File: config.mk
export PLATFORM = sky130hd
export DESIGN_NAME = osc_top
export DESIGN_NICKNAME = d
export VERILOG_FILES = /design/src/design/osc_pkg.sv /design/src/design/osc_axi_regs.sv /design/src/design/osc_square.sv /design/src/design/osc_ramp.sv /design/src/design/oscillator_core.sv /design/src/design/osc_top.sv
export SDC_FILE = /design/constraint.sdc
export NUM_CORES = 1
export LEC_CHECK = 0
export BUFFER_PORTS_ARGS = -buffer_cell sky130_fd_sc_hd__buf_2
export CAP_MARGIN = 30
export CORE_UTILIZATION = 50
export DETAILED_ROUTE_END_ITERATION = 16
export MAX_ROUTING_LAYER = met4
export PLACE_DENSITY = 0.83
export RECOVER_POWER = 100
export REMOVE_ABC_BUFFERS = 1
export SLEW_MARGIN = 20
export SYNTH_ARGS = -nofsm -noshare
export SYNTH_HDL_FRONTEND = slang
export SYNTH_SLANG_ARGS = --single-unit
File: constraint.sdc
create_clock -name clk -period 2.12 [get_ports clk]
set_input_delay 0.424 -clock clk [delete_from_list [all_inputs] [get_ports clk]]
set_output_delay 0.424 -clock clk [all_outputs]
set_load 0.02 [all_outputs]
File: src/design/osc_pkg.sv
package osc_pkg;

  ////////////////////////////////////////
  // Waveform select
  ////////////////////////////////////////

  // Codes as seen in the select register
  typedef enum logic [1:0] {
    osc_square_e   = 2'd0,
    osc_triangle_e = 2'd1,
    osc_saw_e      = 2'd2,
    // Reserved, core outputs zero
    osc_sine_e     = 2'd3
  } osc_waveform_t;

  ////////////////////////////////////////
  // Register map
  ////////////////////////////////////////

  // Byte offsets on the 4-bit address
  localparam logic [3:0] osc_reg_select_c    = 4'h0;
  localparam logic [3:0] osc_reg_frequency_c = 4'h4;
  localparam logic [3:0] osc_reg_duty_c      = 4'h8;
  // Read only, current waveform sample
  localparam logic [3:0] osc_reg_wave_c      = 4'hC;

  ////////////////////////////////////////
  // AXI4-Lite
  ////////////////////////////////////////

  // Bus data width
  localparam int axi_data_width_c = 32;

  // Response codes
  localparam logic [1:0] axi_resp_okay_c   = 2'b00;
  localparam logic [1:0] axi_resp_slverr_c = 2'b10;

endpackage

File: src/design/osc_axi_regs.sv
`timescale 1ns/1ns

module osc_axi_regs import osc_pkg::*; #(
  parameter int counter_width = 16,
  parameter int wave_width    = 8
) (
  input  logic                        clk,
  input  logic                        rst_n,

  // Write address and data
  input  logic [3:0]                  s_axi_awaddr,
  input  logic                        s_axi_awvalid,
  output logic                        s_axi_awready,
  input  logic [axi_data_width_c-1:0] s_axi_wdata,
  input  logic                        s_axi_wvalid,
  output logic                        s_axi_wready,

  // Write response
  output logic [1:0]                  s_axi_bresp,
  output logic                        s_axi_bvalid,
  input  logic                        s_axi_bready,

  // Read address
  input  logic [3:0]                  s_axi_araddr,
  input  logic                        s_axi_arvalid,
  output logic                        s_axi_arready,

  // Read data
  output logic [axi_data_width_c-1:0] s_axi_rdata,
  output logic [1:0]                  s_axi_rresp,
  output logic                        s_axi_rvalid,
  input  logic                        s_axi_rready,

  // Current sample for read-back
  input  logic [wave_width-1:0]       waveform,

  // Configuration to the core
  output osc_waveform_t               cr_waveform_select,
  output logic [counter_width-1:0]    cr_frequency,
  output logic [counter_width-1:0]    cr_duty_cycle
);

  logic                        wr_hs;
  logic                        wr_addr_ok;
  logic                        rd_hs;
  logic [axi_data_width_c-1:0] rd_data;
  logic [1:0]                  rd_resp;

  ////////////////////////////////////////
  // Write channel
  ////////////////////////////////////////

  // Address and data taken together, only with no response pending
  assign wr_hs         = s_axi_awvalid && s_axi_wvalid && !s_axi_bvalid;
  assign s_axi_awready = wr_hs;
  assign s_axi_wready  = wr_hs;

  // Writable offsets only, wave register is read only
  assign wr_addr_ok = (s_axi_awaddr == osc_reg_select_c)    ||
                      (s_axi_awaddr == osc_reg_frequency_c) ||
                      (s_axi_awaddr == osc_reg_duty_c);

  always_ff @(posedge clk or negedge rst_n) begin
    if (!rst_n) begin
      cr_waveform_select <= osc_square_e;
      cr_frequency       <= '0;
      cr_duty_cycle      <= '0;
      s_axi_bvalid       <= 1'b0;
    end else begin
      if (wr_hs) begin
        s_axi_bvalid <= 1'b1;
        // Whole register replaced, upper bits dropped
        case (s_axi_awaddr)
          osc_reg_select_c: begin
            cr_waveform_select <= osc_waveform_t'(s_axi_wdata[1:0]);
          end
          osc_reg_frequency_c: begin
            cr_frequency <= s_axi_wdata[counter_width-1:0];
          end
          osc_reg_duty_c: begin
            cr_duty_cycle <= s_axi_wdata[counter_width-1:0];
          end
          default: begin
            // Bad offset, registers untouched
          end
        endcase
      end else if (s_axi_bready) begin
        s_axi_bvalid <= 1'b0;
      end
    end
  end

  // Response code, held while bvalid waits on bready
  always_ff @(posedge clk) begin
    if (wr_hs) begin
      s_axi_bresp <= wr_addr_ok ? axi_resp_okay_c : axi_resp_slverr_c;
    end
  end

  ////////////////////////////////////////
  // Read channel
  ////////////////////////////////////////

  // New address only once the last response is gone
  assign s_axi_arready = !s_axi_rvalid;
  assign rd_hs         = s_axi_arvalid && s_axi_arready;

  // Read decode, values zero extended to bus width
  always_comb begin
    rd_data = '0;
    rd_resp = axi_resp_okay_c;
    case (s_axi_araddr)
      osc_reg_select_c: begin
        rd_data[1:0] = cr_waveform_select;
      end
      osc_reg_frequency_c: begin
        rd_data[counter_width-1:0] = cr_frequency;
      end
      osc_reg_duty_c: begin
        rd_data[counter_width-1:0] = cr_duty_cycle;
      end
      osc_reg_wave_c: begin
        rd_data[wave_width-1:0] = waveform;
      end
      default: begin
        rd_resp = axi_resp_slverr_c;
      end
    endcase
  end

  always_ff @(posedge clk or negedge rst_n) begin
    if (!rst_n) begin
      s_axi_rvalid <= 1'b0;
    end else if (rd_hs) begin
      s_axi_rvalid <= 1'b1;
    end else if (s_axi_rready) begin
      s_axi_rvalid <= 1'b0;
    end
  end

  // Data and code captured at the handshake
  always_ff @(posedge clk) begin
    if (rd_hs) begin
      s_axi_rdata <= rd_data;
      s_axi_rresp <= rd_resp;
    end
  end

endmodule

File: src/design/osc_square.sv
`timescale 1ns/1ns

module osc_square #(
  parameter int wave_width    = 8,
  parameter int counter_width = 16
) (
  input  logic                     clk,
  input  logic                     rst_n,

  // Period end and high time, in clocks
  input  logic [counter_width-1:0] cr_frequency,
  input  logic [counter_width-1:0] cr_duty_cycle,

  output logic [wave_width-1:0]    wave_square
);

  logic [counter_width-1:0] period_cnt;
  logic                     period_end;

  ////////////////////////////////////////
  // Period counter
  ////////////////////////////////////////

  // Greater-or-equal so a lowered limit never overruns
  assign period_end = (period_cnt >= cr_frequency);

  // Wraps after frequency+1 clocks
  always_ff @(posedge clk or negedge rst_n) begin
    if (!rst_n) begin
      period_cnt <= '0;
    end else if (period_end) begin
      period_cnt <= '0;
    end else begin
      period_cnt <= period_cnt + 1'b1;
    end
  end

  ////////////////////////////////////////
  // Duty compare
  ////////////////////////////////////////

  // Full scale for the first duty clocks of the period
  // Duty 0 stays low, duty past the limit stays high
  assign wave_square = (period_cnt < cr_duty_cycle) ? '1 : '0;

endmodule

File: src/design/osc_ramp.sv
`timescale 1ns/1ns

module osc_ramp #(
  parameter int wave_width = 8,
  parameter int tick_clks  = 4
) (
  input  logic                  clk,
  input  logic                  rst_n,

  // Both waves from the same ramp, same phase
  output logic [wave_width-1:0] wave_saw,
  output logic [wave_width-1:0] wave_triangle
);

  // At least one bit even for a tick every clock
  localparam int tick_w = (tick_clks > 1) ? $clog2(tick_clks) : 1;
  localparam logic [tick_w-1:0] tick_last_c = tick_w'(tick_clks - 1);

  logic [tick_w-1:0]     tick_cnt;
  logic                  tick;
  logic [wave_width-1:0] ramp;
  logic [wave_width-1:0] ramp_shl;

  ////////////////////////////////////////
  // Step tick
  ////////////////////////////////////////

  assign tick = (tick_cnt == tick_last_c);

  // Free running 0 .. tick_clks-1
  always_ff @(posedge clk or negedge rst_n) begin
    if (!rst_n) begin
      tick_cnt <= '0;
    end else if (tick) begin
      tick_cnt <= '0;
    end else begin
      tick_cnt <= tick_cnt + 1'b1;
    end
  end

  ////////////////////////////////////////
  // Ramp
  ////////////////////////////////////////

  // One step per tick, natural wrap at full scale
  always_ff @(posedge clk or negedge rst_n) begin
    if (!rst_n) begin
      ramp <= '0;
    end else if (tick) begin
      ramp <= ramp + 1'b1;
    end
  end

  assign wave_saw = ramp;

  // Double the slope, top bit dropped
  assign ramp_shl = {ramp[wave_width-2:0], 1'b0};

  // Rising half as is, falling half mirrored
  assign wave_triangle = ramp[wave_width-1] ? ~ramp_shl : ramp_shl;

endmodule

File: src/design/oscillator_core.sv
`timescale 1ns/1ns

module oscillator_core import osc_pkg::*; #(
  parameter int wave_width    = 8,
  parameter int counter_width = 16,
  parameter int tick_clks     = 4
) (
  input  logic                     clk,
  input  logic                     rst_n,

  // Configuration registers
  input  osc_waveform_t            cr_waveform_select,
  input  logic [counter_width-1:0] cr_frequency,
  input  logic [counter_width-1:0] cr_duty_cycle,

  output logic [wave_width-1:0]    waveform
);

  logic [wave_width-1:0] wave_square;
  logic [wave_width-1:0] wave_saw;
  logic [wave_width-1:0] wave_triangle;
  logic [wave_width-1:0] wave_sel;

  ////////////////////////////////////////
  // Generators
  ////////////////////////////////////////

  // Both run all the time, only the mux picks
  osc_square #(
    .wave_width    (wave_width),
    .counter_width (counter_width)
  ) i_square (
    .clk           (clk),
    .rst_n         (rst_n),
    .cr_frequency  (cr_frequency),
    .cr_duty_cycle (cr_duty_cycle),
    .wave_square   (wave_square)
  );

  osc_ramp #(
    .wave_width    (wave_width),
    .tick_clks     (tick_clks)
  ) i_ramp (
    .clk           (clk),
    .rst_n         (rst_n),
    .wave_saw      (wave_saw),
    .wave_triangle (wave_triangle)
  );

  ////////////////////////////////////////
  // Output select
  ////////////////////////////////////////

  // Sine code reserved, gives zero
  always_comb begin
    case (cr_waveform_select)
      osc_square_e:   wave_sel = wave_square;
      osc_triangle_e: wave_sel = wave_triangle;
      osc_saw_e:      wave_sel = wave_saw;
      default:        wave_sel = '0;
    endcase
  end

  // One clock latency, select and sample from the same cycle
  always_ff @(posedge clk or negedge rst_n) begin
    if (!rst_n) begin
      waveform <= '0;
    end else begin
      waveform <= wave_sel;
    end
  end

endmodule

File: src/design/osc_top.sv
`timescale 1ns/1ns

module osc_top import osc_pkg::*; #(
  parameter int wave_width    = 8,
  parameter int counter_width = 16,
  parameter int tick_clks     = 4
) (
  input  logic                        clk,
  input  logic                        rst_n,

  // AXI4-Lite slave
  input  logic [3:0]                  s_axi_awaddr,
  input  logic                        s_axi_awvalid,
  output logic                        s_axi_awready,
  input  logic [axi_data_width_c-1:0] s_axi_wdata,
  input  logic                        s_axi_wvalid,
  output logic                        s_axi_wready,
  output logic [1:0]                  s_axi_bresp,
  output logic                        s_axi_bvalid,
  input  logic                        s_axi_bready,
  input  logic [3:0]                  s_axi_araddr,
  input  logic                        s_axi_arvalid,
  output logic                        s_axi_arready,
  output logic [axi_data_width_c-1:0] s_axi_rdata,
  output logic [1:0]                  s_axi_rresp,
  output logic                        s_axi_rvalid,
  input  logic                        s_axi_rready,

  // Generated wave
  output logic [wave_width-1:0]       waveform
);

  // Register block to core
  osc_waveform_t            cr_waveform_select;
  logic [counter_width-1:0] cr_frequency;
  logic [counter_width-1:0] cr_duty_cycle;

  ////////////////////////////////////////
  // Register block
  ////////////////////////////////////////

  osc_axi_regs #(
    .counter_width (counter_width),
    .wave_width    (wave_width)
  ) i_regs (
    .clk, .rst_n,
    .s_axi_awaddr, .s_axi_awvalid, .s_axi_awready,
    .s_axi_wdata, .s_axi_wvalid, .s_axi_wready,
    .s_axi_bresp, .s_axi_bvalid, .s_axi_bready,
    .s_axi_araddr, .s_axi_arvalid, .s_axi_arready,
    .s_axi_rdata, .s_axi_rresp, .s_axi_rvalid, .s_axi_rready,
    // Read-back of the live output
    .waveform,
    .cr_waveform_select, .cr_frequency, .cr_duty_cycle
  );

  ////////////////////////////////////////
  // Oscillator
  ////////////////////////////////////////

  oscillator_core #(
    .wave_width    (wave_width),
    .counter_width (counter_width),
    .tick_clks     (tick_clks)
  ) i_core (
    .clk, .rst_n,
    .cr_waveform_select, .cr_frequency, .cr_duty_cycle,
    .waveform
  );

endmodule

==> impl_metrics.py, run 1 <==
metrics = {
    "status": {
        "status": "complete, but fails checks",
        "violations": "capacitance limit, slew limit",
    },
    "cells_and_area": {
        "most-common-layout-cells": "dfrtp_1 (68), inv_1 (37), mux2_2 (35), clkbuf_1 (35), ha_1 (33)",
        "post-route-util_pct": 59.17,
        "syn2layout_area_growth_pct": 13.31,
        "drive_gt1_share_pct": 24.90,
        "final_common_cell": "dfrtp_1",
        "antennaDiodeCount": 0,
        "num-nets-final": 586,
        "postLayoutCellArea_um2": 5519,
    },
    "timing": {
        "slew_headroom_pct": -5.914,
        "rsz0062_at_grt": "no",
        "finalCritPeriodShare_pct": 95.35,
        "min_period_ns": 2.021,
        "slew_violations": 31,
        "tightest_slew_ns": 1.589,
        "fmax_mhz": 494.7,
        "hold_viol_final": 0,
        "whs_ns": 0.2027,
        "setup_viol": 0,
        "clock_skew_ns": 0.01223,
    },
    "setup_path": {
        "critPathLaunch": "i_regs.cr_frequency[0]",
        "critPathBufInv": 1,
        "critical_path_peak_fanout": 8,
        "end_kind": "register",
        "worst-r2r-setup-slack_ns": 0.1,
        "cp.arrival_ns": 2.28,
        "cp_top_family": "simple AND/OR/NAND/NOR gates",
        "rr_startpoint": "i_regs.cr_frequency[0]",
        "cp_cell_sequence": "ha_1, or3b_1, o2111ai_2, a311oi_4, clkbuf_2, nor4_1",
        "critical-path-slowest-cell": "dfrtp_1",
        "regToRegEndpoint": "i_core.i_square.period_cnt[5]",
        "cp.required_ns": 2.38,
        "critPathMaxStageDelay_ns": 0.41,
        "crit_type": "register to register",
        "reg2reg_depth": 6,
        "critPathLaunchType": "register",
    },
    "synthesis": {
        "synthMuxAreaShare_pct": 9.016,
        "synth_area_leaders": "dfrtp_1 (36%), edfxtp_1 (11%), ha_1 (8.7%), mux2_2 (8.1%), a22oi_1 (3.4%)",
        "synth_compound_area_share_pct": 9.812,
        "synth_cell_types": 50,
        "syn-instance-count": 422,
        "avgSynthCellArea_um2": 11.54,
        "ys.flop_type": "dfrtp_1",
        "synthXorXnorAreaFrac_pct": 5.035,
        "synth_edf_count": 18,
        "synth_top_family_by_area": "simple AND/OR/NAND/NOR gates",
        "yosys.area_share.adder_pct": 8.734,
        "syn_area_um2": 4871,
        "synth-simple-area-share_pct": 12.84,
        "yosysTopAreaCell": "dfrtp_1",
        "ys_ff_latch": 88,
        "yosys_warnings": 0,
        "ys_seq_area_share_pct": 47.06,
        "synth.top_cell.area_share_pct": 35.96,
        "async_flop_share_pct": 79.55,
    },
    "clock_network": {
        "htree_levels": 3,
        "tritoncts": "yes",
        "clock-sinks": 88,
        "holdBufCountCts": 0,
        "clock_latency_ns": 0.38,
        "clk_path_buf_depth": 2,
        "cts_buffers": 9,
        "clockRootBuffer": "clkbuf_8",
        "clkSlewWorstSetupHoldPaths_ns": 0.10,
    },
    "drt": {
        "drt_pass1_iterations": 4,
        "wl_um": 10660,
        "antenna_left": 0,
        "vias_per_cell": 5.419,
        "remaining_drc_errors": 0,
        "vias": 3463,
        "wl_per_cell_um": 16.69,
        "drtIter0Drc": 239,
    },
    "placement": {
        "portBuffers": 61,
        "place_congestion": 0.8699,
        "dp_hpwl_um": 7860,
        "post_dp_cell_area_um2": 5399,
    },
    "power_and_ir_drop": {
        "leakage_nw": 2.491,
        "max-vdd-ir-drop_mv": 0.4356,
        "p_total_mw": 4.871,
        "powerDensity_nw_per_um2": 882.5,
    },
    "global_routing": {
        "overflow": 0,
        "antenna_found_initial": 0,
        "grt_use_total_pct": 23.01,
        "grt_pass1_wl_um": 17250,
        "grt_max_degree": 31,
        "grt_pass1_vias": 3593,
    },
    "floorplanning": {
        "chipHeight_um": 100.7,
        "fp.dieW_um": 100.7,
        "start_util_pct": 52.22,
        "std_cell_rows": 35,
        "die_area_um2": 10140,
        "core_area_um2": 9328,
        "ios": 96,
    },
    "hold_path": {
        "min_to": "i_regs.s_axi_rvalid",
        "hold_class": "primary input to register",
        "holdPathStages": 2,
        "hold_start": "s_axi_rready",
    },
    "flow_run": {
        "cap_violations": 1,
    },
}
-- how the worst max path moves through the flow --
stage	depth (start not counted)	end	slack (ns)
after floorplan	5	i_core.i_square.period_cnt[15]	-0.10
after global placement	6	i_core.waveform[3]	0.16
after detailed placement	5	i_core.waveform[7]	0.1
after CTS	5	i_core.waveform[2]	0.02
after global routing	7	i_core.i_square.period_cnt[3]	0.01
final	6	i_core.i_square.period_cnt[5]	0.1
-- registers in the layout, summed over array words and instances (netlist names) --
| signal | cells |
|---|---|
| i_regs.cr_frequency | 16 |
| i_core.i_square.period_cnt | 16 |
| i_regs.s_axi_rresp | 1 |
| i_regs.s_axi_bresp | 1 |
| i_core.i_ramp.wave_saw | 8 |
| i_core.i_ramp.tick_cnt | 2 |
| i_regs.s_axi_bvalid | 1 |
| i_core.waveform | 8 |
| i_regs.s_axi_rvalid | 1 |
| i_regs.cr_waveform_select | 2 |
| i_regs.s_axi_rdata | 16 |
| i_regs.cr_duty_cycle | 16 |
-- Yosys cell counts (all sizes together), types with 3 or more instances --
cell	count
dfrtp	70
inv	37
mux2	35
ha	34
buf	28
a22oi	22
nor2	20
nor4	19
edfxtp	18
nand2	17
o21ai	15
xor2	15
xnor2	13
nand4	11
nor2b	8
a21oi	7
clkbuf	7
nand3	7
a21o	4
nor3	4
o21a	3
-- per-layer routing --
metal / vias up / wire (um) / global-route usage (%)
li1: 1643 / - / -
met1: 1709 / 4527 / 27.43
met2: 99 / 5396 / 39.04
met3: 12 / 605 / 3.953
met4: 0 / 132 / 8.807
met5: - / 0 / -
-- cells by family after synthesis --
family          after synthesis
other cells                   1
xor+xnor                     28
flops                        88
fa+ha+maj                    34
mux                          37
buf+inv                      72
simple gates                 99
compound gates               63
-- final cells by class --
cell class	instances	area, um^2
sequential	88	2295
tap	129	161.4
clock buffer	9	123.9
clock inverter	7	60.06
timing repair buffer	90	473.0
fill	770	3809
inverter	37	138.9
multi-input combinational	279	2267
-- through the flow --
stage                     instances  setup TNS (ns)  worst slack (ns)
after floorplan                 404          -1.335           -0.1002
after global placement          620               0            0.1560
after detailed placement        620               0           0.09854
after CTS                       636               0           0.02484
after global routing            639               0           0.01061
final                           639               0           0.09851
-- timing repair --
action	in CTS	in global routing
setup buffers	0	3
setup endpoints to repair	0	8
resized for setup	0	4
-- power by group --
group          switching [mW]  internal (mW)  leakage [nW]
Combinational           0.920          0.644          1.33
Sequential              0.187           2.00          1.07
Clock                   0.670          0.449        0.0965
Power figures use the tool's default switching activity.
==> run 2, diff against run 1 <==
--- a/config.mk
+++ b/config.mk
@@ -7,10 +7,12 @@
 export LEC_CHECK = 0
 export BUFFER_PORTS_ARGS = -buffer_cell sky130_fd_sc_hd__buf_2
 export CAP_MARGIN = 30
-export CORE_UTILIZATION = 50
+export CELL_PAD_IN_SITES_DETAIL_PLACEMENT = 1
+export CELL_PAD_IN_SITES_GLOBAL_PLACEMENT = 1
+export CORE_UTILIZATION = 44
 export DETAILED_ROUTE_END_ITERATION = 16
 export MAX_ROUTING_LAYER = met4
-export PLACE_DENSITY = 0.83
+export PLACE_DENSITY = 0.9
 export RECOVER_POWER = 100
 export REMOVE_ABC_BUFFERS = 1
 export SLEW_MARGIN = 20
==> impl_metrics.py, run 2 (same netlist as run 1, synthesis figures left out) <==
metrics = {
    "cells_and_area": {
        "antennaDiodeCount": 0,
        "postLayoutCellArea_um2": 5549,
        "fill_cells": 1192,
        "final_common_cell": "dfrtp_1",
        "drive_gt1_share_pct": 24.12,
        "num-nets-final": 586,
        "most-common-layout-cells": "dfrtp_1 (69), inv_1 (37), mux2_2 (35), clkbuf_1 (35), ha_1 (32)",
        "syn2layout_area_growth_pct": 13.92,
    },
    "timing": {
        "finalCritPeriodShare_pct": 102.9,
        "min_period_ns": 2.182,
        "slew_violations": 71,
        "tightest_slew_ns": 1.612,
        "slew_headroom_pct": -7.499,
        "setup_viol": 4,
        "hold_viol_final": 0,
        "fmax_mhz": 458.4,
        "fin_ws_ns": -0.06169,
        "clock_skew_ns": 0.009926,
    },
    "floorplanning": {
        "ios": 96,
        "std_cell_rows": 38,
        "chipHeight_um": 107.2,
        "core_area_um2": 10790,
        "start_util_pct": 45.13,
        "die_area_um2": 11500,
        "fp.dieW_um": 107.2,
    },
    "placement": {
        "place_congestion": 0.8158,
        "dp_hpwl_um": 8695,
        "dp_slack_ns": -0.02882,
        "portBuffers": 61,
        "post_dp_cell_area_um2": 5388,
    },
    "clock_network": {
        "clk_path_buf_depth": 2,
        "holdBufCountCts": 0,
        "clockRootBuffer": "clkbuf_8",
        "htree_levels": 3,
        "clkSlewWorstSetupHoldPaths_ns": 0.09,
        "clock_latency_ns": 0.36,
        "cts_buffers": 9,
        "tritoncts": "yes",
        "clock-sinks": 88,
    },
    "power_and_ir_drop": {
        "leakage_nw": 2.492,
        "p_sw_mw": 1.821,
        "max-vdd-ir-drop_mv": 0.3774,
        "p_seq_share_pct": 43.9,
        "p_int_mw": 3.220,
        "powerDensity_nw_per_um2": 908.5,
        "pwr-share-comb_pct": 33.3,
        "netSwitchingFraction_pct": 36.13,
        "clockPowerShare_pct": 22.7,
    },
    "drt": {
        "drtIter0Drc": 226,
        "drt_pass1_iterations": 8,
        "wl_um": 13540,
        "vias": 3694,
        "remaining_drc_errors": 0,
        "vias_per_cell": 5.683,
        "wl_per_cell_um": 20.84,
        "antenna_left": 0,
    },
    "setup_path": {
        "critPathLaunchType": "register",
        "end_kind": "register",
        "cp.required_ns": 2.34,
        "cp.arrival_ns": 2.40,
        "worst-r2r-setup-slack_ns": -0.06,
        "regToRegEndpoint": "i_core.waveform[6]",
        "reg2reg_depth": 6,
        "critPathLaunch": "i_regs.cr_duty_cycle[8]",
        "crit_end": "i_core.waveform[6]",
        "rr_startpoint": "i_regs.cr_duty_cycle[8]",
        "critical_path_peak_fanout": 8,
        "crit_type": "register to register",
    },
    "global_routing": {
        "grt_pass1_wl_um": 18920,
        "grt_pass1_vias": 3693,
        "overflow": 0,
        "grt_max_degree": 71,
        "grt_use_total_pct": 22.16,
        "antenna_found_initial": 0,
    },
    "hold_path": {
        "hold_class": "primary input to register",
    },
    "flow_run": {
        "cap_violations": 1,
    },
    "status": {
        "violations": "capacitance limit, slew limit, setup timing",
        "status": "complete, but fails checks",
    },
}
-- run 2: changes by cell type in the layout (fill, tap and decap cells not counted), moves of 2 or more --
| cell | change |
|---|---|
| clkinv_4 | -2 |
| buf_12 | +2 |
| buf_2 | +2 |
| nor4_2 | -4 |
| nor4_1 | +4 |
| inv_6 | -2 |
| clkbuf_2 | -4 |
| buf_4 | +3 |
-- run 2: final cells by class --
class / instances / area [um^2] / share of cell area (%)
Tap cell: 140 / 175.2 / 3.157
Inverter: 37 / 138.9 / 2.503
Clock buffer: 11 / 131.4 / 2.368
Sequential cell: 88 / 2293 / 41.33
Multi-Input combinational cell: 279 / 2255 / 40.63
Clock inverter: 5 / 56.30 / 1.015
Timing Repair Buffer: 90 / 499.2 / 8.997
-- run 2: worst min-delay path by stage --
stage | from | endpoint | slack (ns) | depth (start not counted)
finish | s_axi_bready | i_regs.s_axi_bvalid | 0.23 | 2
global route | s_axi_bready | i_regs.s_axi_bvalid | 0.23 | 2
floorplan | rst_n | i_core.i_ramp.tick_cnt[0] | 0.13 | 0
detailed placement | i_core.i_ramp.tick_cnt[0] | i_core.i_ramp.tick_cnt[0] | 0.43 | 1
global placement | i_core.i_ramp.tick_cnt[0] | i_core.i_ramp.tick_cnt[0] | 0.42 | 1
CTS | rst_n | i_regs.cr_frequency[12] | 0.09 | 2
-- run 2: metrics by stage --
| step | TNS (ns) | utilization [%] | instances | hold slack [ns] | power (mW) |
|---|---|---|---|---|---|
| global route | -0.3414 | 51.41 | 650 | 0.2260 | 5.285 |
| finish | -0.07928 | 51.41 | 650 | 0.2302 | 5.041 |
| detailed placement | -0.02882 | 49.92 | 626 | 0.4276 | 3.832 |
| floorplan | -1.335 | - | 404 | 0.1284 | 3.197 |
| CTS | 0 | 51.66 | 642 | 0.08848 | 4.983 |
| global placement | 0 | 49.92 | 626 | 0.4154 | 3.708 |
-- run 2: critical path, stage by stage, from the launching register on --
cell and delay, ns:
dfrtp_1 0.38, inv_1 0.08, ha_1 0.30, nand4_1 0.22, or3_4 0.44, o32ai_4 0.46
o21ai_1 0.16
-- run 2: what timing repair did --
item | 4_1_cts | 5_1_grt
pin swaps | 1 | 4
buffers inserted | 0 | 8
resized for setup | 0 | 4
setup endpoints to repair | 8 | 8
cloned | 0 | 0
-- run 2: power by group through the flow --
stage	logic, mW	registers (mW)	clock network, mW
6_report	1.68	2.21	1.15
5_1_grt	1.81	2.24	1.23
4_1_cts	1.62	2.20	1.16
3_5_place_dp	1.61	2.22	0
3_3_place_gp	1.50	2.20	0
2_1_floorplan	0.860	2.34	0
-- run 2: per-layer routing --
metal	share of wire, %	GRT usage [%]	vias up	wire length, um
li1	-	-	1643	-
met1	41	26.42	1880	5499
met2	52	37.79	136	7046
met3	4.7	3.647	35	632
met4	2.7	8.219	0	365
met5	0	-	-	0
